## config.mk

```make
export PLATFORM = sky130hd
export DESIGN_NAME = board_top
export DESIGN_NICKNAME = d
export VERILOG_FILES = /design/src/hdl/board_pkg.sv /design/src/hdl/host_wdog.sv /design/src/hdl/board_regs.sv /design/src/hdl/board_top.sv
export VERILOG_INCLUDE_DIRS = /design/src /design/src/include
export SDC_FILE = /design/constraint.sdc
export NUM_CORES = 1
export LEC_CHECK = 0
export ABC_AREA = 1
export ABC_CLOCK_PERIOD_IN_PS = 1600
export BUFFER_PORTS_ARGS = -buffer_cell sky130_fd_sc_hd__buf_2
export CORE_AREA = 4 4 165 103
export DETAILED_ROUTE_END_ITERATION = 8
export DIE_AREA = 0 0 169 107
export PLACE_DENSITY = 0.78
export RECOVER_POWER = 25
export SLEW_MARGIN = 20
export SYNTH_ARGS = -nofsm -noshare
export SYNTH_HDL_FRONTEND = slang
export SYNTH_SLANG_ARGS = --single-unit
```

## constraint.sdc

```tcl
create_clock -name sysclk -period 1.6 [get_ports sysclk]
set_input_delay 0.08 -clock sysclk [delete_from_list [all_inputs] [get_ports sysclk]]
set_output_delay 0.08 -clock sysclk [all_outputs]
set_load 0.02 [all_outputs]
```

## src/include/board_params.svh

```systemverilog
// --------------------------------------------------------------------------
// Board-wide constants for the motor-controller register block.
// Include wherever the address map, channel count, version word or
// default timings are needed.
// --------------------------------------------------------------------------

`ifndef BOARD_PARAMS_SVH
`define BOARD_PARAMS_SVH

// ------------------------------------------------------------------------
// address map
// ------------------------------------------------------------------------

// value of address bits 15:12 that selects the main register space
`define ADDR_MAIN 4'h0

// ------------------------------------------------------------------------
// board identity
// ------------------------------------------------------------------------

`define NUM_CHAN 4'd4                     // axes on this board, status[31:28]
`define BOARD_VERSION 32'h514C4131        // ascii "QLA1"

// ------------------------------------------------------------------------
// default timings
// ------------------------------------------------------------------------

// settle count in units of 256 sysclk cycles
// 7680 * 256 / 49.152 MHz is roughly 40 ms
`define MV_SETTLE_DEFAULT 16'd7680

// sysclk cycles per watchdog tick, 256 cycles is about 5.2 us at 49.152 MHz
`define WDOG_TICK_DEFAULT 256

`endif

```

## src/hdl/board_pkg.sv

```systemverilog
// --------------------------------------------------------------------------
// Shared types for the board register block: the host register bus words,
// the main-space register offsets and the watchdog period.
// Import with a wildcard in the module header.
// --------------------------------------------------------------------------

`default_nettype none

package board_pkg;

    typedef logic [15:0] reg_addr_t;     // host register address
    typedef logic [31:0] reg_data_t;     // host register data word

    // offset within the main space, address bits 3:0
    typedef enum logic [3:0] {
        REG_STATUS  = 4'd0,
        REG_WDOG    = 4'd3,
        REG_VERSION = 4'd4,
        REG_TEMPSNS = 4'd5,
        REG_DIGIOUT = 4'd6,
        REG_DSSTAT  = 4'd7,
        REG_DIGIN   = 4'd10
    } reg_offset_e;

    // watchdog period in ticks, zero disables the watchdog
    typedef logic [15:0] wdog_period_t;

endpackage

`default_nettype wire

```

## src/hdl/host_wdog.sv

```systemverilog
// --------------------------------------------------------------------------
// Host watchdog. Any host register write refreshes it; if the host stays
// quiet for a whole programmed period a sticky timeout is raised, which
// drops motor power until the host issues a power-enable command.
// --------------------------------------------------------------------------

`timescale 1ns/10ps
`default_nettype none

`include "board_params.svh"

module host_wdog import board_pkg::*; #(
    parameter int tick_cycles = `WDOG_TICK_DEFAULT   // sysclk cycles per tick
) (
    input  wire logic         sysclk,
    input  wire logic         rst,
    input  wire logic         reg_wen,          // any host write refreshes the counters
    input  wire logic         wdog_wen,         // main write to the period register
    input  wire wdog_period_t reg_wdata,        // low half of the write data
    input  wire logic         pwr_enable_cmd,   // clears the timeout
    output wdog_period_t      wdog_period,
    output logic              wdog_timeout
);

    localparam int PW = (tick_cycles > 1) ? $clog2(tick_cycles) : 1;

    logic [PW-1:0] pre_cnt;                     // prescaler
    wdog_period_t  tick_cnt;                    // ticks since last host write
    logic          tick;

    assign tick = (pre_cnt == PW'(tick_cycles - 1));

    // period register
    always_ff @(posedge sysclk) begin
        if (rst)
            wdog_period <= '0;
        else if (wdog_wen)
            wdog_period <= reg_wdata;
    end

    // ------------------------------------------------------------------------
    // prescaler and tick counter
    // ------------------------------------------------------------------------

    always_ff @(posedge sysclk) begin
        if (rst || reg_wen) begin
            pre_cnt  <= '0;
            tick_cnt <= '0;
        end else if (tick) begin
            pre_cnt <= '0;
            if (tick_cnt < wdog_period)
                tick_cnt <= tick_cnt + 16'd1;   // hold once the period is reached
        end else begin
            pre_cnt <= pre_cnt + 1'b1;
        end
    end

    // sticky timeout where the clear wins
    always_ff @(posedge sysclk) begin
        if (rst || pwr_enable_cmd)
            wdog_timeout <= 1'b0;
        else if ((wdog_period != '0) && (tick_cnt == wdog_period))
            wdog_timeout <= 1'b1;
    end

    // a disabled watchdog never fires and a quiet host precedes every timeout
    a_no_fire_off: assert property (@(posedge sysclk) disable iff (rst)
        $rose(wdog_timeout) |-> ($past(wdog_period) != '0) && !$past(reg_wen, 2));

endmodule

`default_nettype wire

```

## src/hdl/board_regs.sv

```systemverilog
// --------------------------------------------------------------------------
// General board registers of the four-axis motor controller. Decodes host
// writes to the main space, keeps the power and relay controls, raises the
// one-shot config strobes, packs status and digital-input words, returns
// reads, and holds the amps off while motor voltage settles.
// --------------------------------------------------------------------------

`timescale 1ns/10ps
`default_nettype none

`include "board_params.svh"

module board_regs import board_pkg::*; #(
    parameter logic [15:0] settle = `MV_SETTLE_DEFAULT   // units of 256 clocks
) (
    input  wire logic         sysclk,
    input  wire logic         rst,

    // host register bus
    input  wire reg_addr_t    reg_waddr,
    input  wire reg_data_t    reg_wdata,
    input  wire logic         reg_wen,
    input  wire reg_addr_t    reg_raddr,
    output reg_data_t         reg_rdata,

    // digital output side
    input  wire logic [31:0]  dout,
    input  wire logic         dout_cfg_valid,
    input  wire logic         dout_cfg_bidir,
    input  wire logic         is_quad_dac,     // 0 = four single dacs, 1 = one quad dac
    input  wire logic         ioexp_present,

    // per-axis inputs
    input  wire logic [4:1]   enc_a,
    input  wire logic [4:1]   enc_b,
    input  wire logic [4:1]   enc_i,
    input  wire logic [4:1]   neg_limit,
    input  wire logic [4:1]   pos_limit,
    input  wire logic [4:1]   home,

    // power and safety
    input  wire logic         relay,
    input  wire logic         mv_faultn,       // active low
    input  wire logic         mv_good,
    input  wire logic         v_fault,
    input  wire logic         safety_fb,
    input  wire logic         mv_fb,
    input  wire logic [3:0]   board_id,        // rotary switch
    input  wire reg_data_t    temp_sense,
    input  wire logic [11:0]  reg_status12,    // amplifier feedback bits
    input  wire reg_data_t    ds_status,

    // watchdog link
    input  wire logic         wdog_timeout,
    input  wire wdog_period_t wdog_period,

    // controls
    output logic              pwr_enable,
    output logic              relay_on,
    output logic              dac_test_reset,
    output logic              ioexp_cfg_reset,
    output logic              dout_cfg_reset,
    output logic              mv_amp_disable,
    output logic              pwr_enable_cmd,
    output logic              wdog_wen,
    output reg_data_t         reg_status,
    output reg_data_t         reg_digin
);

    logic        write_main;                   // host write lands in main space
    logic        write_status;
    reg_offset_e wr_off;
    reg_offset_e rd_off;
    logic [23:0] mv_cnt;                       // settle counter with upper 16 bits compared
    logic [2:0]  strobes;

    // ------------------------------------------------------------------------
    // write decode
    // ------------------------------------------------------------------------

    assign wr_off = reg_offset_e'(reg_waddr[3:0]);
    assign rd_off = reg_offset_e'(reg_raddr[3:0]);

    assign write_main   = reg_wen && (reg_waddr[15:12] == `ADDR_MAIN) &&
                          (reg_waddr[7:4] == 4'd0);
    assign write_status = write_main && (wr_off == REG_STATUS);
    assign wdog_wen     = write_main && (wr_off == REG_WDOG);

    // host asks for power and clears the watchdog timeout
    assign pwr_enable_cmd = write_status & reg_wdata[19] & reg_wdata[18];

    // ------------------------------------------------------------------------
    // status and digital-input words
    // ------------------------------------------------------------------------

    assign reg_status = {
        `NUM_CHAN, board_id,                                   // 31:24
        wdog_timeout, is_quad_dac, dout_cfg_valid, dout_cfg_bidir,
        mv_good, pwr_enable, ~relay, relay_on,
        ~mv_faultn, safety_fb, 1'b0, ioexp_present,
        reg_status12                                           // 11:0 amp feedback
    };

    // dout[31] flags that some dout is driven by the waveform table
    assign reg_digin = {v_fault, 1'b0, dout[31], mv_fb, enc_a, enc_b, enc_i,
                        dout[3:0], neg_limit, pos_limit, home};

    // ------------------------------------------------------------------------
    // control registers
    // ------------------------------------------------------------------------

    always_ff @(posedge sysclk) begin
        if (rst) begin
            pwr_enable <= 1'b0;
            relay_on   <= 1'b0;
        end else begin
            if (write_status && reg_wdata[17])
                relay_on <= reg_wdata[16];         // bit 17 masks relay
            // a masked power write beats a watchdog timeout
            if (write_status && reg_wdata[19])
                pwr_enable <= reg_wdata[18];
            else if (wdog_timeout)
                pwr_enable <= 1'b0;
        end
    end

    // strobes and read return share the "no main write" condition
    always_ff @(posedge sysclk) begin
        if (rst) begin
            dac_test_reset  <= 1'b0;
            ioexp_cfg_reset <= 1'b0;
            dout_cfg_reset  <= 1'b0;
            reg_rdata       <= '0;
        end else if (write_main) begin
            if (write_status) begin
                dac_test_reset  <= reg_wdata[22];  // repeat dac test
                ioexp_cfg_reset <= reg_wdata[23];  // redetect io expander
                dout_cfg_reset  <= reg_wdata[24];  // drop dout config
            end
        end else begin
            dac_test_reset  <= 1'b0;
            ioexp_cfg_reset <= 1'b0;
            dout_cfg_reset  <= 1'b0;
            case (rd_off)
                REG_STATUS:  reg_rdata <= reg_status;
                REG_WDOG:    reg_rdata <= {16'd0, wdog_period};
                REG_VERSION: reg_rdata <= `BOARD_VERSION;
                REG_TEMPSNS: reg_rdata <= temp_sense;
                REG_DIGIOUT: reg_rdata <= dout;
                REG_DSSTAT:  reg_rdata <= ds_status;
                REG_DIGIN:   reg_rdata <= reg_digin;
                default:     reg_rdata <= '0;
            endcase
        end
    end

    // ------------------------------------------------------------------------
    // motor voltage settle timer
    // ------------------------------------------------------------------------

    always_ff @(posedge sysclk) begin
        if (rst) begin
            mv_cnt         <= '0;
            mv_amp_disable <= 1'b1;
        end else if (!mv_good) begin
            mv_cnt         <= '0;                  // restart on every dropout
            mv_amp_disable <= 1'b1;
        end else if (mv_cnt[23:8] < settle) begin
            mv_cnt         <= mv_cnt + 24'd1;
            mv_amp_disable <= 1'b1;
        end else begin
            mv_amp_disable <= 1'b0;                // settled so the amps may run
        end
    end

    // ------------------------------------------------------------------------
    // checks
    // ------------------------------------------------------------------------

    assign strobes = {dout_cfg_reset, ioexp_cfg_reset, dac_test_reset};

    // a strobe only rises right after a status write
    a_strobe_src: assert property (@(posedge sysclk) disable iff (rst)
        |(strobes & ~$past(strobes)) |-> $past(write_status));

    // amps run only while motor voltage is good and the full settle has passed
    a_mv_off: assert property (@(posedge sysclk) disable iff (rst)
        !mv_amp_disable |-> $past(mv_good) && (mv_cnt[23:8] == settle));

endmodule

`default_nettype wire

```

## src/hdl/board_top.sv

```systemverilog
// --------------------------------------------------------------------------
// Top of the board register block. Joins the register file and the host
// watchdog to the board pins and the host register bus.
// --------------------------------------------------------------------------

`timescale 1ns/10ps
`default_nettype none

`include "board_params.svh"

module board_top import board_pkg::*; #(
    parameter logic [15:0] settle      = `MV_SETTLE_DEFAULT,
    parameter int          tick_cycles = `WDOG_TICK_DEFAULT
) (
    input  wire logic        sysclk,
    input  wire logic        rst,
    input  wire reg_addr_t   reg_waddr,
    input  wire reg_data_t   reg_wdata,
    input  wire logic        reg_wen,
    input  wire reg_addr_t   reg_raddr,
    output reg_data_t        reg_rdata,
    input  wire logic [31:0] dout,
    input  wire logic        dout_cfg_valid,
    input  wire logic        dout_cfg_bidir,
    input  wire logic        is_quad_dac,
    input  wire logic        ioexp_present,
    input  wire logic [4:1]  enc_a,
    input  wire logic [4:1]  enc_b,
    input  wire logic [4:1]  enc_i,
    input  wire logic [4:1]  neg_limit,
    input  wire logic [4:1]  pos_limit,
    input  wire logic [4:1]  home,
    input  wire logic        relay,
    input  wire logic        mv_faultn,
    input  wire logic        mv_good,
    input  wire logic        v_fault,
    input  wire logic        safety_fb,
    input  wire logic        mv_fb,
    input  wire logic [3:0]  board_id,
    input  wire reg_data_t   temp_sense,
    input  wire logic [11:0] reg_status12,
    input  wire reg_data_t   ds_status,
    output logic             pwr_enable,
    output logic             relay_on,
    output logic             dac_test_reset,
    output logic             ioexp_cfg_reset,
    output logic             dout_cfg_reset,
    output logic             mv_amp_disable,
    output logic             pwr_enable_cmd,   // also feeds the watchdog clear
    output reg_data_t        reg_status,
    output reg_data_t        reg_digin
);

    logic         wdog_wen;                    // period write
    logic         wdog_timeout;
    wdog_period_t wdog_period;

    board_regs #(.settle(settle)) regs0 (
        .sysclk, .rst, .reg_waddr, .reg_wdata, .reg_wen, .reg_raddr, .reg_rdata,
        .dout, .dout_cfg_valid, .dout_cfg_bidir, .is_quad_dac, .ioexp_present,
        .enc_a, .enc_b, .enc_i, .neg_limit, .pos_limit, .home,
        .relay, .mv_faultn, .mv_good, .v_fault, .safety_fb, .mv_fb,
        .board_id, .temp_sense, .reg_status12, .ds_status,
        .wdog_timeout, .wdog_period,
        .pwr_enable, .relay_on, .dac_test_reset, .ioexp_cfg_reset, .dout_cfg_reset,
        .mv_amp_disable, .pwr_enable_cmd, .wdog_wen, .reg_status, .reg_digin
    );

    host_wdog #(.tick_cycles(tick_cycles)) wdog0 (
        .sysclk,
        .rst,
        .reg_wen,
        .wdog_wen,
        .reg_wdata      (reg_wdata[15:0]),     // period sits in the low half
        .pwr_enable_cmd,
        .wdog_period,
        .wdog_timeout
    );

endmodule

`default_nettype wire

```

==> results of run 1 <==
## stage by stage
| stage | cells | hold WS, ns |
|---|---|---|
| after floorplan | 1009 | 0.237 |
| after global placement | 1477 | 0.346 |
| after detailed placement | 1477 | 0.359 |
| after CTS | 1502 | 0.00545 |
| after global routing | 1510 | 0.0228 |
| final | 1511 | 0.00718 |
## state kept, by name, indices dropped and copies added (netlist names)
| signal | count |
|---|---|
| regs0.reg_rdata | 32 |
| regs0.mv_cnt | 24 |
| wdog0.tick_cnt | 16 |
| wdog0.wdog_period | 16 |
| wdog0.pre_cnt | 8 |
| regs0.dac_test_reset | 1 |
| regs0.dout_cfg_reset | 1 |
| regs0.ioexp_cfg_reset | 1 |
| regs0.mv_amp_disable | 1 |
| regs0.pwr_enable | 1 |
| regs0.relay_on | 1 |
| wdog0.wdog_timeout | 1 |
## what timing repair did
| item | CTS | global route |
|---|---|---|
| gates resized for setup | 42 | 72 |
| gates cloned | 2 | 0 |
| setup endpoints to repair | 21 | 27 |
| setup buffers | 5 | 6 |
| endpoints found under the hold margin | 2 | 0 |
| pin swaps | 12 | 31 |
| hold buffers | 2 | 0 |
## worst paths after layout
check / cells past startpoint / slack, ns / start / endpoint
worst min-delay path: 3 / 0.007 / reg_wdata[22] / regs0.dac_test_reset
worst min register to register: 2 / 0.44 / regs0.mv_cnt[22] / regs0.mv_cnt[22]
worst max register to register: 11 / -0.12 / wdog0.wdog_period[14] / wdog0.tick_cnt[15]
worst max-delay path: 11 / -0.12 / wdog0.wdog_period[14] / wdog0.tick_cnt[15]
## power breakdown
group	total (mW)	switching, mW	internal (mW)
clock	2.30	1.03	1.27
sequential	2.60	0.0151	2.59
combinational	0.817	0.499	0.318
total	5.72	1.54	4.17
## worst register-to-register path: cells and delay by family (launching register included)
family	cells	cell delay [ns]
buffers and inverters	3	0.32
flip-flops	1	0.35
AND/OR/NAND/NOR	7	0.68
adder cells (fa/ha/maj)	1	0.26
## cells in the mapped netlist (2+ instances only)
cell type	n
a211oi_1	2
a211oi_2	16
a21oi_1	41
a22o_1	7
buf_1	2
buf_2	20
buf_4	63
clkbuf_1	14
conb_1	2
dfxtp_1	103
ha_1	19
inv_1	97
nand2_1	295
nand3_1	75
nand3b_1	6
nand4_1	48
nor2_1	107
nor2_2	2
nor3_1	9
nor3_2	3
nor3b_1	3
nor4_1	2
o2111ai_1	4
o21ai_0	38
o21ai_1	2
o221ai_1	2
o22ai_1	3
xnor2_1	6
xor2_1	6
## layer usage
metal	wire length (microns)	up-vias	global-route usage, %
li1	-	3814	-
met4	609	2	7.35
met3	2210	46	5.38
met2	11400	371	40.2
met1	10800	3617	34.9
met5	10	-	0
## placed cells by master (no fill, tap or decap), drive strengths merged, types with 14 or more instances in the layout
master  synthesis  layout
o21ai          40      40
nand4          48      48
a21oi          41      41
clkbuf         14      55
dfxtp         103     103
nand3          76      76
nor3           13      14
nand2         295     295
a211oi         18      18
nor2          109     109
ha             19      19
inv            98      99
buf            85     330
## layout make-up
class | count | area [sq um] | area share, %
Clock inverter | 6 | 68.8 | 0.755
Sequential cell | 103 | 2090 | 22.9
Inverter | 99 | 372 | 4.08
Timing Repair Buffer | 377 | 2150 | 23.6
Clock buffer | 10 | 239 | 2.62
Antenna cell | 4 | 10.0 | 0.110
Tap cell | 203 | 254 | 2.79
Multi-Input combinational cell | 709 | 3940 | 43.2
## cells by family after synthesis
family,after synthesis
other,2
and+or+nand+nor,553
buffers and inverters,198
xor gates and xnor gates,12
adders and majority gates,19
DFF,103
AOI/OAI and AO/OA,118
==> flow_summary.json, run 1 <==
{
  "ctsRootBufferMaster": "clkbuf_16",
  "final_util_pct": 59.6,
  "cts.sinks": 103,
  "clock.fmax_mhz": 583,
  "fin_nets": 1531,
  "cts.reportedPaths.clkPinSlew_ns": 0.07,
  "yosysTopAreaCell": "dfxtp_1",
  "cp-start-kind": "flip-flop",
  "ir_drop_v": 0.000547,
  "fin_setup_tns_ns": -0.911,
  "worstSetupEndpointType": "flip-flop",
  "ys_seq_area_share_pct": 31.3,
  "cp_num_buf_inv": 3,
  "synth_top_family_by_area": "simple AND/OR/NAND/NOR gates",
  "violations": "negative setup slack",
  "dieArea_sq_um": 18100,
  "synth_cells": 1005,
  "syn_area_sq_um": 6580,
  "hold_path.class": "in -> reg",
  "clock_latency_ns": 0.35,
  "drt_first_pass_iters": 6,
  "clockBufferDepth": 2,
  "track_usage_pct": 25.4,
  "fill_cells": 1491,
  "crit_chain": "inv_2 > ha_4 > nand2_4 > buf_6 > nor3_4 > nand2_4 > buf_6 > nand2_4 > nor2_2 > nor2_1 > nor2_1",
  "grt_setup_unrepaired": "yes",
  "final_layout_size_suffix_gt1_share_pct": 35.1,
  "cpMaxStageDelayCell": "dfxtp_2",
  "antenna_found_initial": 4,
  "core_area_sq_um": 15300,
  "max-cap-violations": 0,
  "powerDensity_nw_per_um2": 627,
  "ant_nets": 0,
  "grt_pass1_wl_microns": 36700,
  "ioPinCount": 316,
  "ys_seq_elements": 103,
  "final_cell_area_sq_um": 9110,
  "routed_via_density": 5.20,
  "status": "finished, violations left",
  "finalWorstSetupSlack_ns": -0.116,
  "async_flop_share_pct": 0,
  "synth_warnings": 0,
  "htreeDepth": 3,
  "worstPathRequired_ns": 1.84,
  "fin_total_pwr_mw": 5.72,
  "slew_violations": 0,
  "portBuffers": 284,
  "grt_pass1_vias": 7062,
  "crit_family": "simple AND/OR/NAND/NOR gates",
  "die_height_microns": 107,
  "start_util_pct": 43.1,
  "synth-compound-area-share_pct": 11.8,
  "synth_edf_count": 0,
  "place_ws_ns": -0.323,
  "place_area_sq_um": 8300,
  "cts_made_buffers": 9,
  "drc": 0,
  "synth_xor_xnor_area_share_pct": 1.60,
  "fin_worst_skew_ns": 0.00827,
  "wl_microns": 25000,
  "place_congestion": 0.947,
  "route.vias.total": 7850,
  "synth_top_area_share_pct": 31.3,
  "crit_fanout": 8,
  "grt_max_degree": 35,
  "drt_iter0_markers": 575,
  "area_growth_pct": 38.5,
  "leakage_nw": 4.23,
  "ys_top_cells_by_area": "dfxtp_1 (31%), nand2_1 (17%), buf_4 (7.2%), nor2_1 (6.1%), nand3_1 (5.7%)",
  "critPathMaxStageDelay_ns": 0.35,
  "cts_tree": "yes",
  "relSlewSlack_pct": 48.8,
  "fp-row-count": 35,
  "synth_mux_area_share_pct": 0,
  "path_common_cell": "nand2_4",
  "syn_avg_cell_area_sq_um": 6.55,
  "synth_cell_types": 37,
  "synthAdderAreaFrac_pct": 3.61,
  "synth-simple-area-share_pct": 36.3,
  "setup_viol": 16,
  "grt_overflow_total": 0,
  "crit_arrival_ns": 1.96,
  "finalHoldViolCount": 0,
  "die_w_microns": 169,
  "detail_route.wl_per_cell_microns": 16.5,
  "synthFlopType": "dfxtp_1",
  "min_period_ns": 1.72,
  "worst-slew-pin-transition_ns": 0.765,
  "critical_path_class": "reg -> reg",
  "hpwl_microns": 19100,
  "timing.final.crit_share_pct": 107
}
Power figures use the tool's default switching activity.
==> run 2, diff against run 1 <==
Settings changed: RECOVER_POWER 25 to 50.
==> flow_summary.json, run 2 (synthesized netlist as in run 1, its figures left out) <==
{
  "area_growth_pct": 37.5,
  "p_sw_share_pct": 27.1,
  "largest_register_ffs": 32,
  "clockPowerShare_pct": 40.2,
  "status": "finished, violations left",
  "leakage_nw": 4.05,
  "track_usage_pct": 25.4,
  "pwr-share-comb_pct": 14.2,
  "grt_overflow_total": 0,
  "p_int_mw": 4.16,
  "grt_pass1_vias": 7062,
  "grt_setup_unrepaired": "yes",
  "place_congestion": 0.947,
  "max-cap-violations": 0,
  "setup_viol": 16,
  "routed_via_density": 5.21,
  "drc": 0,
  "drt_iter0_markers": 543,
  "wl_met1_microns": 10800,
  "final_common_cell": "nand2_1",
  "worstPathRequired_ns": 1.85,
  "final_cell_area_sq_um": 9050,
  "fin_nets": 1531,
  "wl_microns": 25100,
  "fin_total_pwr_mw": 5.71,
  "dieArea_sq_um": 18100,
  "fp-row-count": 35,
  "clockBufferDepth": 2,
  "hpwl_microns": 19100,
  "violations": "negative setup slack",
  "place_ws_ns": -0.323,
  "p_sw_mw": 1.55,
  "wl_met2_microns": 11500,
  "final_layout_size_suffix_gt1_share_pct": 31.6,
  "relSlewSlack_pct": 47.2,
  "ioPinCount": 316,
  "fin_setup_tns_ns": -0.849,
  "cts_made_buffers": 9,
  "powerDensity_nw_per_um2": 631,
  "multi_input_area_sq_um": 3940,
  "fill_cells": 1510,
  "fin_worst_skew_ns": 0.0104,
  "critPathMaxStageDelay_ns": 0.35,
  "p_seq_share_pct": 45.6,
  "finalHoldViolCount": 0,
  "cts_tree": "yes",
  "ant_nets": 0,
  "hold_path.class": "in -> reg",
  "core_area_sq_um": 15300,
  "cts.reportedPaths.clkPinSlew_ns": 0.08,
  "route.vias.total": 7870,
  "slew_violations": 0,
  "clock_latency_ns": 0.35,
  "seq_area_sq_um": 2090,
  "top_layer": "met5",
  "wl_met3_microns": 2280,
  "htreeDepth": 3,
  "grt_max_degree": 35,
  "start_util_pct": 43.1,
  "worstSetupEndpointType": "flip-flop",
  "min_period_ns": 1.71,
  "ctsRootBufferMaster": "clkbuf_16",
  "layout_common_cells": "nand2_1 (284), buf_2 (194), nor2_1 (95), clkbuf_1 (91), inv_1 (87)",
  "antenna_found_initial": 4,
  "critical_path_class": "reg -> reg",
  "place_area_sq_um": 8300,
  "crit_chain": "inv_2 > ha_4 > nand2_4 > buf_6 > nor3_4 > nand2_4 > buf_6 > nand2_4 > nor2_2 > nor2_1 > nor2_1",
  "cts.sinks": 103,
  "timing.final.crit_share_pct": 107,
  "top_regs": "regs0.reg_rdata (32), regs0.mv_cnt (24)",
  "crit_arrival_ns": 1.96,
  "drt_first_pass_iters": 6,
  "grt_pass1_wl_microns": 36700,
  "portBuffers": 284,
  "ir_drop_v": 0.000545,
  "path_common_cell": "nand2_4",
  "finalWorstSetupSlack_ns": -0.110,
  "die_w_microns": 169,
  "cp-start-kind": "flip-flop",
  "crit_fanout": 8,
  "regMostFlops": "regs0.reg_rdata",
  "die_height_microns": 107,
  "clock.fmax_mhz": 585,
  "cpMaxStageDelayCell": "dfxtp_2",
  "detail_route.wl_per_cell_microns": 16.6,
  "worst-slew-pin-transition_ns": 0.790
}
==> run 2: cell types whose count changed in the layout (fill, tap and decap cells not counted), sizes merged <==
cell,previous run,this run
clkbuf,55,101
buf,330,284
==> run 2: final timing paths <==
kind	depth (start not counted)	from	slack, ns	end
min	3	reg_wdata[22]	0.008	regs0.dac_test_reset
max reg2reg	11	wdog0.wdog_period[14]	-0.11	wdog0.tick_cnt[15]
min reg2reg	2	regs0.mv_cnt[21]	0.44	regs0.mv_cnt[21]
max	11	wdog0.wdog_period[14]	-0.11	wdog0.tick_cnt[15]
==> run 2: repair_timing <==
action,4_1_cts,5_1_grt
hold buffers,2,0
pin swaps,12,31
cloned,2,0
gates resized for setup,42,72
hold endpoints to repair,2,0
setup buffers,5,6
setup endpoints to repair,21,27
==> run 2: worst max-delay path, delay by kind of cell, from the launching register on <==
family | cells | cell delay [ns]
fa+ha+maj | 1 | 0.26
buf+inv | 3 | 0.32
simple gates | 7 | 0.67
flops | 1 | 0.35
==> run 2: layout make-up <==
cell class	count	area share [%]
Clock inverter	6	0.760
Clock buffer	10	2.64
Inverter	99	4.10
Timing Repair Buffer	377	23.1
Antenna cell	4	0.111
Tap cell	203	2.81
Sequential cell	103	23.0
Multi-Input combinational cell	709	43.5
==> run 2: stage by stage <==
stage                     hold WS [ns]  instances  utilization, %
after floorplan                  0.237       1009               -
after global placement           0.346       1477            54.3
after detailed placement         0.359       1477            54.3
after CTS                      0.00545       1502            58.0
after global routing            0.0228       1510            59.2
final                          0.00839       1511            59.2
==> run 2: metal layers <==
| layer | vias to the layer above | global-route usage, % |
|---|---|---|
| met2 | 376 | 40.2 |
| met3 | 47 | 5.38 |
| li1 | 3820 | - |
| met5 | - | 0 |
| met4 | 2 | 7.35 |
| met1 | 3625 | 34.9 |
==> run 2: power by group through the flow <==
stage / combinational [mW] / sequential (mW) / clock [mW]
floorplan: 0.424 / 2.69 / 0
global placement: 0.797 / 2.66 / 0
detailed placement: 0.806 / 2.66 / 0
CTS: 0.823 / 2.60 / 2.32
global route: 0.874 / 2.61 / 2.42
finish: 0.811 / 2.60 / 2.30
